===== config.mk =====
export PLATFORM = sky130hd
export DESIGN_NAME = memory_router
export DESIGN_NICKNAME = d
export VERILOG_FILES = /design/src/mem_map_pkg.sv /design/src/router_pkg.sv /design/src/master_port.sv /design/src/access_decoder.sv /design/src/access_queue.sv /design/src/slave_sequencer.sv /design/src/memory_router.sv
export SDC_FILE = /design/constraint.sdc
export NUM_CORES = 1
export LEC_CHECK = 0
export BUFFER_PORTS_ARGS = -buffer_cell sky130_fd_sc_hd__buf_2
export CORE_ASPECT_RATIO = 0.7
export CORE_MARGIN = 2
export CORE_UTILIZATION = 45
export CTS_BUF_LIST = sky130_fd_sc_hd__clkbuf_2 sky130_fd_sc_hd__clkbuf_4 sky130_fd_sc_hd__clkbuf_8
export DETAILED_ROUTE_END_ITERATION = 10
export GPL_ROUTABILITY_DRIVEN = 0
export HOLD_SLACK_MARGIN = 0.15
export PLACE_DENSITY = 0.65
export SLEW_MARGIN = 15
export SYNTH_ARGS = -nofsm -noshare
export SYNTH_HDL_FRONTEND = slang
export SYNTH_SLANG_ARGS = --single-unit

===== constraint.sdc =====
create_clock -name clk -period 11.3 [get_ports clk]
set_input_delay 0.565 -clock clk [delete_from_list [all_inputs] [get_ports clk]]
set_output_delay 0.565 -clock clk [all_outputs]
set_load 0.02 [all_outputs]

===== src/mem_map_pkg.sv =====
`default_nettype none

package mem_map_pkg;

   typedef logic [15:0] addr_t;
   typedef logic [7:0]  data_t;

   typedef enum logic [2:0] {
      REGION_CARTRIDGE = 3'd0,
      REGION_LCDRAM    = 3'd1,
      REGION_WRAM      = 3'd2,
      REGION_OAM       = 3'd3,
      REGION_IOREG     = 3'd4,
      REGION_LWRAM     = 3'd5,
      REGION_NONE      = 3'd7   // Gaps with no slave behind them
   } region_t;

   // LO bounds are inclusive, HI bounds exclusive
   localparam addr_t CARTRIDGE_LO = 16'h0000;
   localparam addr_t CARTRIDGE_HI = 16'h8000;
   localparam addr_t LCDRAM_LO    = 16'h8000;
   localparam addr_t LCDRAM_HI    = 16'hA000;
   localparam addr_t WRAM_LO      = 16'hC000;
   localparam addr_t WRAM_HI      = 16'hE000;
   localparam addr_t OAM_LO       = 16'hFE00;
   localparam addr_t OAM_HI       = 16'hFEA0;
   localparam addr_t IOREG_LO     = 16'hFF00;
   localparam addr_t IOREG_HI     = 16'hFF80;
   localparam addr_t LWRAM_LO     = 16'hFF80;
   localparam addr_t LWRAM_HI     = 16'hFFFF;   // 0xFFFF stays unmapped

   localparam int NUM_REGIONS  = 6;             // Mapped regions, codes 0 to 5
   localparam int REGION_SLOTS = 8;             // Every 3-bit region code

   // Lookup tables indexed by region code, unused codes hold an empty range
   localparam logic [REGION_SLOTS-1:0][15:0] REGION_LO = {
      16'h0000, 16'h0000, LWRAM_LO, IOREG_LO, OAM_LO, WRAM_LO, LCDRAM_LO, CARTRIDGE_LO
   };
   localparam logic [REGION_SLOTS-1:0][15:0] REGION_HI = {
      16'h0000, 16'h0000, LWRAM_HI, IOREG_HI, OAM_HI, WRAM_HI, LCDRAM_HI, CARTRIDGE_HI
   };

   localparam data_t OPEN_BUS_DATA = 8'hFF;     // Read data of any errored access

endpackage

`default_nettype wire


===== src/router_pkg.sv =====
`default_nettype none

package router_pkg;

   typedef struct packed {
      mem_map_pkg::addr_t addr;
      logic               we;      // 1 = write
      mem_map_pkg::data_t wdata;
   } mem_req_t;

   typedef struct packed {
      mem_map_pkg::data_t rdata;
      logic               error;   // Unmapped or forbidden access
   } mem_rsp_t;

   typedef enum logic {
      MASTER_CPU = 1'b0,
      MASTER_PPU = 1'b1
   } master_t;

   typedef struct packed {
      master_t              master;
      mem_map_pkg::region_t region;
      mem_map_pkg::addr_t   offset;  // Address minus region LO bound
      logic                 we;
      mem_map_pkg::data_t   wdata;
      logic                 error;
   } routed_access_t;

   typedef struct packed {
      logic                 valid;
      mem_map_pkg::region_t region;
      mem_map_pkg::addr_t   offset;
      logic                 we;
      mem_map_pkg::data_t   wdata;
   } slave_cmd_t;

   typedef enum logic [1:0] {
      PORT_IDLE    = 2'd0,
      PORT_PENDING = 2'd1,
      PORT_ACK     = 2'd2
   } port_state_t;

   typedef enum logic [1:0] {
      SEQ_IDLE    = 2'd0,
      SEQ_ISSUE   = 2'd1,
      SEQ_CAPTURE = 2'd2
   } seq_state_t;

   localparam int QUEUE_DEPTH = 2;
   localparam int QUEUE_PTR_W = (QUEUE_DEPTH > 1) ? $clog2(QUEUE_DEPTH) : 1;
   localparam int QUEUE_CNT_W = $clog2(QUEUE_DEPTH + 1);

endpackage

`default_nettype wire


===== src/master_port.sv =====
`default_nettype none

module master_port (
   input  logic                 clk,
   input  logic                 reset,
   input  logic                 req,
   input  router_pkg::mem_req_t cmd_in,
   input  logic                 grant,
   input  logic                 done,
   input  router_pkg::mem_rsp_t rsp_in,
   output logic                 ack,
   output router_pkg::mem_rsp_t rsp,
   output logic                 pending,
   output router_pkg::mem_req_t cmd
);

   import router_pkg::*;

   port_state_t state;
   port_state_t state_next;
   logic        issued;   // Request already taken by the decoder

   always_comb begin
      state_next = state;
      case (state)
         PORT_IDLE: begin
            if (req)
               state_next = PORT_PENDING;   // New request from the master
         end
         PORT_PENDING: begin
            if (done)
               state_next = PORT_ACK;
         end
         PORT_ACK: begin
            if (!req)
               state_next = PORT_IDLE;      // Master saw ack, finish the handshake
         end
         default: state_next = PORT_IDLE;
      endcase
   end

   always_ff @(posedge clk) begin
      if (reset) begin
         state  <= PORT_IDLE;
         issued <= 1'b0;
      end else begin
         state <= state_next;
         if (state == PORT_IDLE)
            issued <= 1'b0;
         else if (grant)
            issued <= 1'b1;
      end
   end

   always_ff @(posedge clk) begin
      if (state == PORT_IDLE && req)
         cmd <= cmd_in;                     // Held until the next request
      if (done)
         rsp <= rsp_in;
   end

   assign pending = (state == PORT_PENDING) && !issued;
   assign ack     = (state == PORT_ACK);

endmodule

`default_nettype wire


===== src/access_decoder.sv =====
`default_nettype none

module access_decoder (
   input  logic                       clk,
   input  logic                       reset,
   input  logic                       cpu_pending,
   input  logic                       ppu_pending,
   input  router_pkg::mem_req_t       cpu_cmd,
   input  router_pkg::mem_req_t       ppu_cmd,
   input  logic                       full,
   output logic                       cpu_grant,
   output logic                       ppu_grant,
   output logic                       push,
   output router_pkg::routed_access_t entry
);

   import mem_map_pkg::*;
   import router_pkg::*;

   master_t  last_grant;   // Loses the next tie
   logic     can_grant;
   logic     pick_ppu;
   logic     granted;
   master_t  sel_master;
   mem_req_t sel_cmd;
   region_t  region;
   addr_t    offset;
   logic     error;

   // An entry still on its way into the queue is not counted in full yet
   assign can_grant = !full && !push;

   assign pick_ppu   = ppu_pending && (!cpu_pending || last_grant == MASTER_CPU);
   assign cpu_grant  = can_grant && cpu_pending && !pick_ppu;
   assign ppu_grant  = can_grant && pick_ppu;
   assign granted    = cpu_grant || ppu_grant;
   assign sel_master = pick_ppu ? MASTER_PPU : MASTER_CPU;
   assign sel_cmd    = pick_ppu ? ppu_cmd : cpu_cmd;

   // Region lookup against the map table
   always_comb begin
      region = REGION_NONE;
      for (int i = 0; i < NUM_REGIONS; i++) begin
         if (sel_cmd.addr >= REGION_LO[i] && sel_cmd.addr < REGION_HI[i])
            region = region_t'(i[2:0]);
      end
   end

   assign offset = sel_cmd.addr - REGION_LO[region];

   // PPU only reaches LCD RAM and OAM
   assign error = (region == REGION_NONE) ||
                  (sel_master == MASTER_PPU && region != REGION_LCDRAM &&
                   region != REGION_OAM);

   always_ff @(posedge clk) begin
      if (reset) begin
         push       <= 1'b0;
         last_grant <= MASTER_PPU;   // CPU wins the first tie
      end else begin
         push <= granted;
         if (granted)
            last_grant <= sel_master;
      end
   end

   always_ff @(posedge clk) begin
      if (granted) begin
         entry.master <= sel_master;
         entry.region <= region;
         entry.offset <= offset;
         entry.we     <= sel_cmd.we;
         entry.wdata  <= sel_cmd.wdata;
         entry.error  <= error;
      end
   end

endmodule

`default_nettype wire


===== src/access_queue.sv =====
`default_nettype none

module access_queue (
   input  logic                       clk,
   input  logic                       reset,
   input  logic                       push,
   input  router_pkg::routed_access_t push_entry,
   input  logic                       pop,
   output router_pkg::routed_access_t head,
   output logic                       full,
   output logic                       empty
);

   import router_pkg::*;

   routed_access_t         mem [QUEUE_DEPTH];
   logic [QUEUE_PTR_W-1:0] wr_ptr;
   logic [QUEUE_PTR_W-1:0] rd_ptr;
   logic [QUEUE_CNT_W-1:0] count;
   logic                   do_push;
   logic                   do_pop;

   function automatic logic [QUEUE_PTR_W-1:0] next_ptr(input logic [QUEUE_PTR_W-1:0] ptr);
      if (ptr == QUEUE_PTR_W'(QUEUE_DEPTH - 1))
         return '0;                       // Wrap for any depth
      return ptr + 1'b1;
   endfunction

   assign do_push = push && !full;        // Push into a full queue is dropped
   assign do_pop  = pop && !empty;

   always_ff @(posedge clk) begin
      if (reset) begin
         wr_ptr <= '0;
         rd_ptr <= '0;
         count  <= '0;
      end else begin
         if (do_push)
            wr_ptr <= next_ptr(wr_ptr);
         if (do_pop)
            rd_ptr <= next_ptr(rd_ptr);
         case ({do_push, do_pop})
            2'b10:   count <= count + 1'b1;
            2'b01:   count <= count - 1'b1;
            default: count <= count;
         endcase
      end
   end

   always_ff @(posedge clk) begin
      if (do_push)
         mem[wr_ptr] <= push_entry;
   end

   assign head  = mem[rd_ptr];
   assign full  = (count == QUEUE_CNT_W'(QUEUE_DEPTH));
   assign empty = (count == '0);

endmodule

`default_nettype wire


===== src/slave_sequencer.sv =====
`default_nettype none

module slave_sequencer (
   input  logic                       clk,
   input  logic                       reset,
   input  router_pkg::routed_access_t head,
   input  logic                       empty,
   input  mem_map_pkg::data_t         slave_rdata,
   output logic                       pop,
   output router_pkg::slave_cmd_t     slave_cmd,
   output logic                       cpu_done,
   output logic                       ppu_done,
   output router_pkg::mem_rsp_t       rsp
);

   import mem_map_pkg::*;
   import router_pkg::*;

   seq_state_t     state;
   seq_state_t     state_next;
   routed_access_t cur;    // Access being run
   logic           done;

   assign pop = (state == SEQ_IDLE) && !empty;

   always_comb begin
      state_next = state;
      case (state)
         SEQ_IDLE: begin
            if (!empty)
               state_next = head.error ? SEQ_CAPTURE : SEQ_ISSUE;   // Errors skip the bus
         end
         SEQ_ISSUE:   state_next = SEQ_CAPTURE;
         SEQ_CAPTURE: state_next = SEQ_IDLE;
         default:     state_next = SEQ_IDLE;
      endcase
   end

   always_ff @(posedge clk) begin
      if (reset)
         state <= SEQ_IDLE;
      else
         state <= state_next;
   end

   always_ff @(posedge clk) begin
      if (pop)
         cur <= head;
   end

   // Command fields come straight from registers, valid only in the issue cycle
   always_comb begin
      slave_cmd.valid  = (state == SEQ_ISSUE);
      slave_cmd.region = cur.region;
      slave_cmd.offset = cur.offset;
      slave_cmd.we     = cur.we;
      slave_cmd.wdata  = cur.wdata;
   end

   assign done     = (state == SEQ_CAPTURE);
   assign cpu_done = done && (cur.master == MASTER_CPU);
   assign ppu_done = done && (cur.master == MASTER_PPU);

   // Slave returns read data in the capture cycle
   always_comb begin
      if (cur.error) begin
         rsp.rdata = OPEN_BUS_DATA;
         rsp.error = 1'b1;
      end else if (cur.we) begin
         rsp.rdata = '0;
         rsp.error = 1'b0;
      end else begin
         rsp.rdata = slave_rdata;
         rsp.error = 1'b0;
      end
   end

endmodule

`default_nettype wire


===== src/memory_router.sv =====
`default_nettype none

module memory_router (
   input  logic                   clk,
   input  logic                   reset,
   input  logic                   cpu_req,
   input  router_pkg::mem_req_t   cpu_cmd,
   input  logic                   ppu_req,
   input  router_pkg::mem_req_t   ppu_cmd,
   input  mem_map_pkg::data_t     slave_rdata,
   output logic                   cpu_ack,
   output router_pkg::mem_rsp_t   cpu_rsp,
   output logic                   ppu_ack,
   output router_pkg::mem_rsp_t   ppu_rsp,
   output router_pkg::slave_cmd_t slave_cmd
);

   import router_pkg::*;

   logic           cpu_pending;
   logic           ppu_pending;
   mem_req_t       cpu_port_cmd;    // Command held by each port
   mem_req_t       ppu_port_cmd;
   logic           cpu_grant;
   logic           ppu_grant;
   logic           push;
   routed_access_t push_entry;
   logic           full;
   logic           empty;
   routed_access_t head;
   logic           pop;
   logic           cpu_done;
   logic           ppu_done;
   mem_rsp_t       seq_rsp;         // Shared by both ports, qualified by done

   master_port cpu_port (
      .clk     (clk),
      .reset   (reset),
      .req     (cpu_req),
      .cmd_in  (cpu_cmd),
      .grant   (cpu_grant),
      .done    (cpu_done),
      .rsp_in  (seq_rsp),
      .ack     (cpu_ack),
      .rsp     (cpu_rsp),
      .pending (cpu_pending),
      .cmd     (cpu_port_cmd)
   );

   master_port ppu_port (
      .clk     (clk),
      .reset   (reset),
      .req     (ppu_req),
      .cmd_in  (ppu_cmd),
      .grant   (ppu_grant),
      .done    (ppu_done),
      .rsp_in  (seq_rsp),
      .ack     (ppu_ack),
      .rsp     (ppu_rsp),
      .pending (ppu_pending),
      .cmd     (ppu_port_cmd)
   );

   access_decoder access_decoder_inst (
      .clk         (clk),
      .reset       (reset),
      .cpu_pending (cpu_pending),
      .ppu_pending (ppu_pending),
      .cpu_cmd     (cpu_port_cmd),
      .ppu_cmd     (ppu_port_cmd),
      .full        (full),
      .cpu_grant   (cpu_grant),
      .ppu_grant   (ppu_grant),
      .push        (push),
      .entry       (push_entry)
   );

   access_queue access_queue_inst (
      .clk        (clk),
      .reset      (reset),
      .push       (push),
      .push_entry (push_entry),
      .pop        (pop),
      .head       (head),
      .full       (full),
      .empty      (empty)
   );

   slave_sequencer slave_sequencer_inst (
      .clk         (clk),
      .reset       (reset),
      .head        (head),
      .empty       (empty),
      .slave_rdata (slave_rdata),
      .pop         (pop),
      .slave_cmd   (slave_cmd),
      .cpu_done    (cpu_done),
      .ppu_done    (ppu_done),
      .rsp         (seq_rsp)
   );

endmodule

`default_nettype wire


==> results of run 1 <==
-- metrics by stage --
stage	setup slack, ns	instances	hold slack, ns
final	7.10	861	0.180
after CTS	7.18	861	0.150
after global placement	7.50	803	0.425
after floorplan	7.49	492	0.421
after global routing	6.85	861	0.152
after detailed placement	7.21	803	0.433
-- routing by layer --
metal / vias up / part of all wire [%] / routed length (um) / GRT usage, %
li1: 2025 / - / - / -
met1: 2037 / 44 / 6240 / 20.5
met5: - / 0 / 0 / 0
met3: 32 / 6.9 / 977 / 3.97
met4: 0 / 2.6 / 369 / 5.25
met2: 153 / 46 / 6540 / 24.8
-- kinds of logic after synthesis --
family / share of synthesized area (%)
flops: 75.4
buf+inv: 3.56
mux: 5.25
simple gates: 9.41
compound gates: 3.51
fa+ha+maj: 1.84
xor+xnor: 1.00
-- how the worst min path moves through the flow --
stage                                   endpoint  slack, ns                           from
finish                          cpu_port.cmd[18]       0.18                    cpu_cmd[18]
global route                    cpu_port.cmd[18]       0.15                    cpu_cmd[18]
CTS                             cpu_port.cmd[18]       0.15                    cpu_cmd[18]
detailed placement  access_queue_inst.mem[1][23]       0.43  access_decoder_inst.entry[23]
global placement     access_queue_inst.mem[0][9]       0.42   access_decoder_inst.entry[9]
floorplan            access_queue_inst.mem[0][0]       0.42   access_decoder_inst.entry[0]
-- flip-flops by register name (all words and copies together), names as in the netlist, 2 cells and up, named ones only --
name / flops
cpu_port.state: 2
access_queue_inst.mem: 60
slave_sequencer_inst.state: 2
access_queue_inst.count: 2
ppu_port.state: 2
slave_sequencer_inst.slave_cmd: 28
ppu_port.rsp: 9
access_decoder_inst.entry: 30
slave_sequencer_inst.cur: 2
cpu_port.cmd: 25
ppu_port.cmd: 25
cpu_port.rsp: 9
-- where the power goes --
| group | switching (uW) | internal (uW) | total (uW) |
|---|---|---|---|
| clock | 267 | 320 | 588 |
| sequential | 64.2 | 1050 | 1110 |
| combinational | 268 | 150 | 418 |
| total | 600 | 1520 | 2120 |
-- cells in the final DEF (no fill, tap or decap), types with 10 or more instances in the layout --
cell type / synthesis / layout
nor2_1: 26 / 24
clkbuf_4: 0 / 12
nand2_1: 72 / 72
mux2_2: 31 / 31
nor3_1: 12 / 11
edfxtp_1: 188 / 188
clkbuf_8: 0 / 31
clkinv_1: 0 / 10
buf_2: 0 / 110
dfxtp_1: 15 / 15
ha_1: 10 / 10
-- layout make-up --
cell class | instances | share of cell area, %
sequential | 203 | 64.9
multi-input combinational | 243 | 18.2
timing repair buffer | 117 | 6.58
clock buffer | 43 | 5.64
tap | 231 | 3.16
clock inverter | 15 | 1.07
inverter | 9 | 0.396
==> flow_summary.toml, run 1 <==
[power]
leakage_uw = 0.00345
p_per_area_nw_per_um2 = 231
power.total_uw = 2120
vdd_drop_max_v = 0.0000888

[clock_tree]
cts_resized = 0
clockRootBuffer = "clkbuf_8"
clk_path_buf_depth = 3
cts_sinks = 203
clock_latency_ns = 0.55
cts_buffers = 31
cts_hold_buf = 0
cts.clk_slew.worst_paths_ns = 0.07
post-cts-setup-buffer-count = 0
cts_tree = "done"
ctsHtreeMaxLevel = 1

[finish]
fin_area_sq_um = 9160
multi_input_area_sq_um = 1670
antenna_cells = 0
fin_util_pct = 53.4
seqCellArea_sq_um = 5950
area_delta_synth_final_pct = 16.2
fillers = 1403
drive_gt1_share_pct = 34.1
nNetsFinal = 678

[floorplanning]
num_rows = 40
start_util_pct = 45.9
die_w_um = 162
dieArea_sq_um = 18600
core-area_sq_um = 17200
ioPinCount = 111
die_h_um = 115

[worst_setup_path]
cp.depth = 14
worstSetupStartpoint = "ppu_port.state[0]"
cp-endpoint = "access_decoder_inst.entry[23]"
timing.rr.start = "ppu_port.state[0]"
worstPathArrival_ns = 4.50
rrSetupSlack_ns = 7.10
crit_family = "simple AND/OR/NAND/NOR gates"
r2r-end = "access_decoder_inst.entry[23]"
crit_path_max_incr_delay_ns = 0.42
path_cells = "nor3b_2 -> nand2_4 -> inv_4 -> mux2_4 -> inv_2 -> nor2_1 -> or3_1 -> ha_1 -> nor2b_1 -> o21ai_0 -> a21boi_0 -> o21ai_0 -> nor2b_1 -> xnor2_1"
crit_path_max_fanout = 28
worst_path_max_delay_cell = "dfxtp_1"
critPathLaunchType = "flip-flop"
end_kind = "flip-flop"
worstSetupPathType = "flip-flop to flip-flop"
cp.required_ns = 11.60
crit_buf_inv = 2
ff2ff_path_depth = 14

[timing]
fin_crit_ns = 4.20
period_share_pct = 37.2
setup_viol = 0
fin_skew_ns = 0.0115
rsz0062_at_grt = "false"
maxSlewViolCount = 0
tightest_slew_ns = 0.974
hold_viol_final = 0
fin_setup_tns_ns = 0
maxSlewHeadroom_pct = 34.9
fmax_mhz = 238

[detailed_routing]
wl_per_cell_um = 16.4
num_vias = 4247
drtPass1Iterations = 5
vias_per_cell = 4.93
drtAntennaViolNets = 0
drc_errors = 0
wl_um = 14100
drt-initial-drc-count = 259

[synthesis]
synth_area_sq_um = 7880
avgSynthCellArea_sq_um = 16.0
syn_inst = 492
yosys_warnings = 0
synthTopCellsByArea = "edfxtp_1 72%, mux2_2 4.4%, dfxtp_1 3.8%, nand2_1 3.4%, buf_4 2.7%"
synth_top_area_share_pct = 71.6
synth-edff-count = 188
async_reset_ff_share_pct = 0
synth_flop_cell = "edfxtp_1"
synth_cell_types = 52
synth_area_leader_cell = "edfxtp_1"
ys_seq_elements = 203
synth_fp_nets = 565
synth_commonest_cells = "188 x edfxtp_1, 72 x nand2_1, 31 x mux2_2"
ys_seq_area_share_pct = 75.4
yosys.cell_count.top_type = "edfxtp_1"

[min_path]
min_path_type = "input port to flip-flop"
whs_path_depth = 1

[grt]
grt.overflow.total = 0
grt_max_degree = 33
grt_pass1_wl_um = 22100
antenna_found_initial = 0
first_global_vias = 4391
track_usage_pct = 15.3

[run]
max_cap_violations = 0

[placed_design]
io_buffers = 110
dp_hpwl_um = 9560
placed_area_sq_um = 8550

[run_status]
status = "finished, final reports clean"
(Power assumes the default switching activity.)
==> inputs of run 2 (changes only) <==
==> constraint.sdc (replaced) <==
create_clock -name clk -period 4.25 [get_ports clk]
set_input_delay 0.2125 -clock clk [delete_from_list [all_inputs] [get_ports clk]]
set_output_delay 0.2125 -clock clk [all_outputs]
set_load 0.02 [all_outputs]
==> flow_summary.toml, run 2 (synthesis results as in run 1) <==
[power]
p_per_area_nw_per_um2 = 573
seqPwrFrac_pct = 53.3
p_clk_share_pct = 25.8
swShare_pct = 28.8
leakage_uw = 0.00368
p_int_uw = 3970
pwr-share-comb_pct = 20.9
p_sw_uw = 1610
power.total_uw = 5570
vdd_drop_max_v = 0.000284

[placed_design]
dp_hpwl_um = 9670
io_buffers = 110
placed_area_sq_um = 8550

[detailed_routing]
vias_per_cell = 4.90
drtPass1Iterations = 5
drt-initial-drc-count = 301
wl_per_cell_um = 16.5
num_vias = 4512
wl_um = 15200
drc_errors = 0
drtAntennaViolNets = 0

[timing]
maxSlewHeadroom_pct = 36.8
fin_skew_ns = 0.0128
setup_viol = 0
tightest_slew_ns = 0.946
hold_viol_final = 0
fin_crit_ns = 3.83
period_share_pct = 90.1
rsz0062_at_grt = "false"
fin_setup_tns_ns = 0
maxSlewViolCount = 0
fmax_mhz = 261

[finish]
area_delta_synth_final_pct = 23.4
final_common_cell = "edfxtp_1"
antenna_cells = 0
drive_gt1_share_pct = 30.3
fin_area_sq_um = 9730
regMostFlops = "access_queue_inst.mem"
final_cell_mix = "188 x edfxtp_1, 110 x buf_2, 72 x nand2_1, 63 x dlygate4sd3_1"
largest_register_ffs = 60
nNetsFinal = 742

[clock_tree]
cts.clk_slew.worst_paths_ns = 0.06
clockRootBuffer = "clkbuf_8"
clock_latency_ns = 0.56
cts_hold_buf = 63
cts_buffers = 31
cts_sinks = 203
clk_path_buf_depth = 3
cts_resized = 0
cts_tree = "done"
post-cts-setup-buffer-count = 0
ctsHtreeMaxLevel = 1

[worst_setup_path]
worst_path_max_delay_cell = "dfxtp_1"
end_kind = "flip-flop"
rrSetupSlack_ns = 0.42
cp.required_ns = 4.55
worstPathArrival_ns = 4.13
path_cells = "nor3b_2 -> nand2_4 -> inv_4 -> mux2_4 -> inv_2 -> nor2_1 -> or3_1 -> ha_1 -> nor2b_1 -> o21ai_0 -> a21boi_0 -> o21ai_0 -> a21oi_1 -> xor2_1"
crit_path_max_incr_delay_ns = 0.43
worstSetupPathType = "flip-flop to flip-flop"
crit_family = "simple AND/OR/NAND/NOR gates"
crit_buf_inv = 2
crit_path_max_fanout = 28
crit_top_cell = "o21ai_0"
critPathLaunchType = "flip-flop"

[grt]
grt_max_degree = 33
first_global_vias = 4646
antenna_found_initial = 0
track_usage_pct = 16.5
grt.overflow.total = 0
grt_pass1_wl_um = 23700

[floorplanning]
die_h_um = 115
num_rows = 40
die_w_um = 162
ioPinCount = 111
start_util_pct = 45.9
core-area_sq_um = 17200
dieArea_sq_um = 18600

[run_status]
status = "finished, final reports clean"

[min_path]
min_path_type = "input port to flip-flop"

[run]
max_cap_violations = 0
-- run 2: changes by cell type in the layout (fill, tap and decap cells not counted) --
cell / change
clkinv_1: +2
dlygate4sd3_1: +63
buf_4: +1
bufinv_16: -1
clkbuf_4: -5
inv_6: -1
-- run 2: area by class of cell --
class,count,area [sq um]
Fill cell,1303,7440
Timing Repair Buffer,181,1240
Clock inverter,15,66.3
Inverter,9,36.3
Clock buffer,38,479
Multi-Input combinational cell,243,1670
Sequential cell,203,5950
Tap cell,231,289
-- run 2: power by group through the flow --
stage                     Sequential [uW]  Clock (uW)  Combinational [uW]
after floorplan                      2970           0                 913
after global placement               2990           0                1100
after detailed placement             3010           0                1130
after CTS                            2970        1470                1180
after global routing                 3010        1560                1270
final                                2970        1440                1170
-- run 2: per-layer routing --
metal | track usage, % | share of wire, % | wire length [um] | up-vias
met2 | 27.6 | 48 | 7280 | 176
met1 | 21.2 | 42 | 6370 | 2158
met5 | 0 | 0 | 0 | -
met3 | 4.40 | 7.4 | 1120 | 39
met4 | 5.49 | 2.8 | 425 | 0
li1 | - | - | - | 2139
-- run 2: path summary, 6_finish.rpt --
| path | start | endpoint | depth (start not counted) |
|---|---|---|---|
| hold / removal | cpu_cmd[19] | cpu_port.cmd[19] | 2 |
| setup reg to reg | ppu_port.state[0] | access_decoder_inst.entry[25] | 14 |
| hold reg to reg | access_decoder_inst.entry[28] | access_queue_inst.mem[0][28] | 0 |
| setup / recovery | ppu_port.state[0] | access_decoder_inst.entry[25] | 14 |
-- run 2: worst register-to-register path, stage by stage (launching register included) --
cell      delay (ns)
dfxtp_1         0.43
nor3b_2         0.38
nand2_4         0.30
inv_4           0.13
mux2_4          0.34
inv_2           0.13
nor2_1          0.07
or3_1           0.41
ha_1            0.36
nor2b_1         0.14
o21ai_0         0.22
a21boi_0        0.17
o21ai_0         0.25
a21oi_1         0.12
xor2_1          0.15
-- run 2: stage by stage --
stage	cells	hold slack, ns	worst slack [ns]	utilization [%]
3_3_place_gp	804	0.390	0.722	49.8
5_1_grt	920	0.341	0.0251	56.7
2_1_floorplan	492	0.292	0.444	-
6_report	920	0.361	0.420	56.7
4_1_cts	920	0.336	0.459	56.7
3_5_place_dp	804	0.391	0.485	49.8
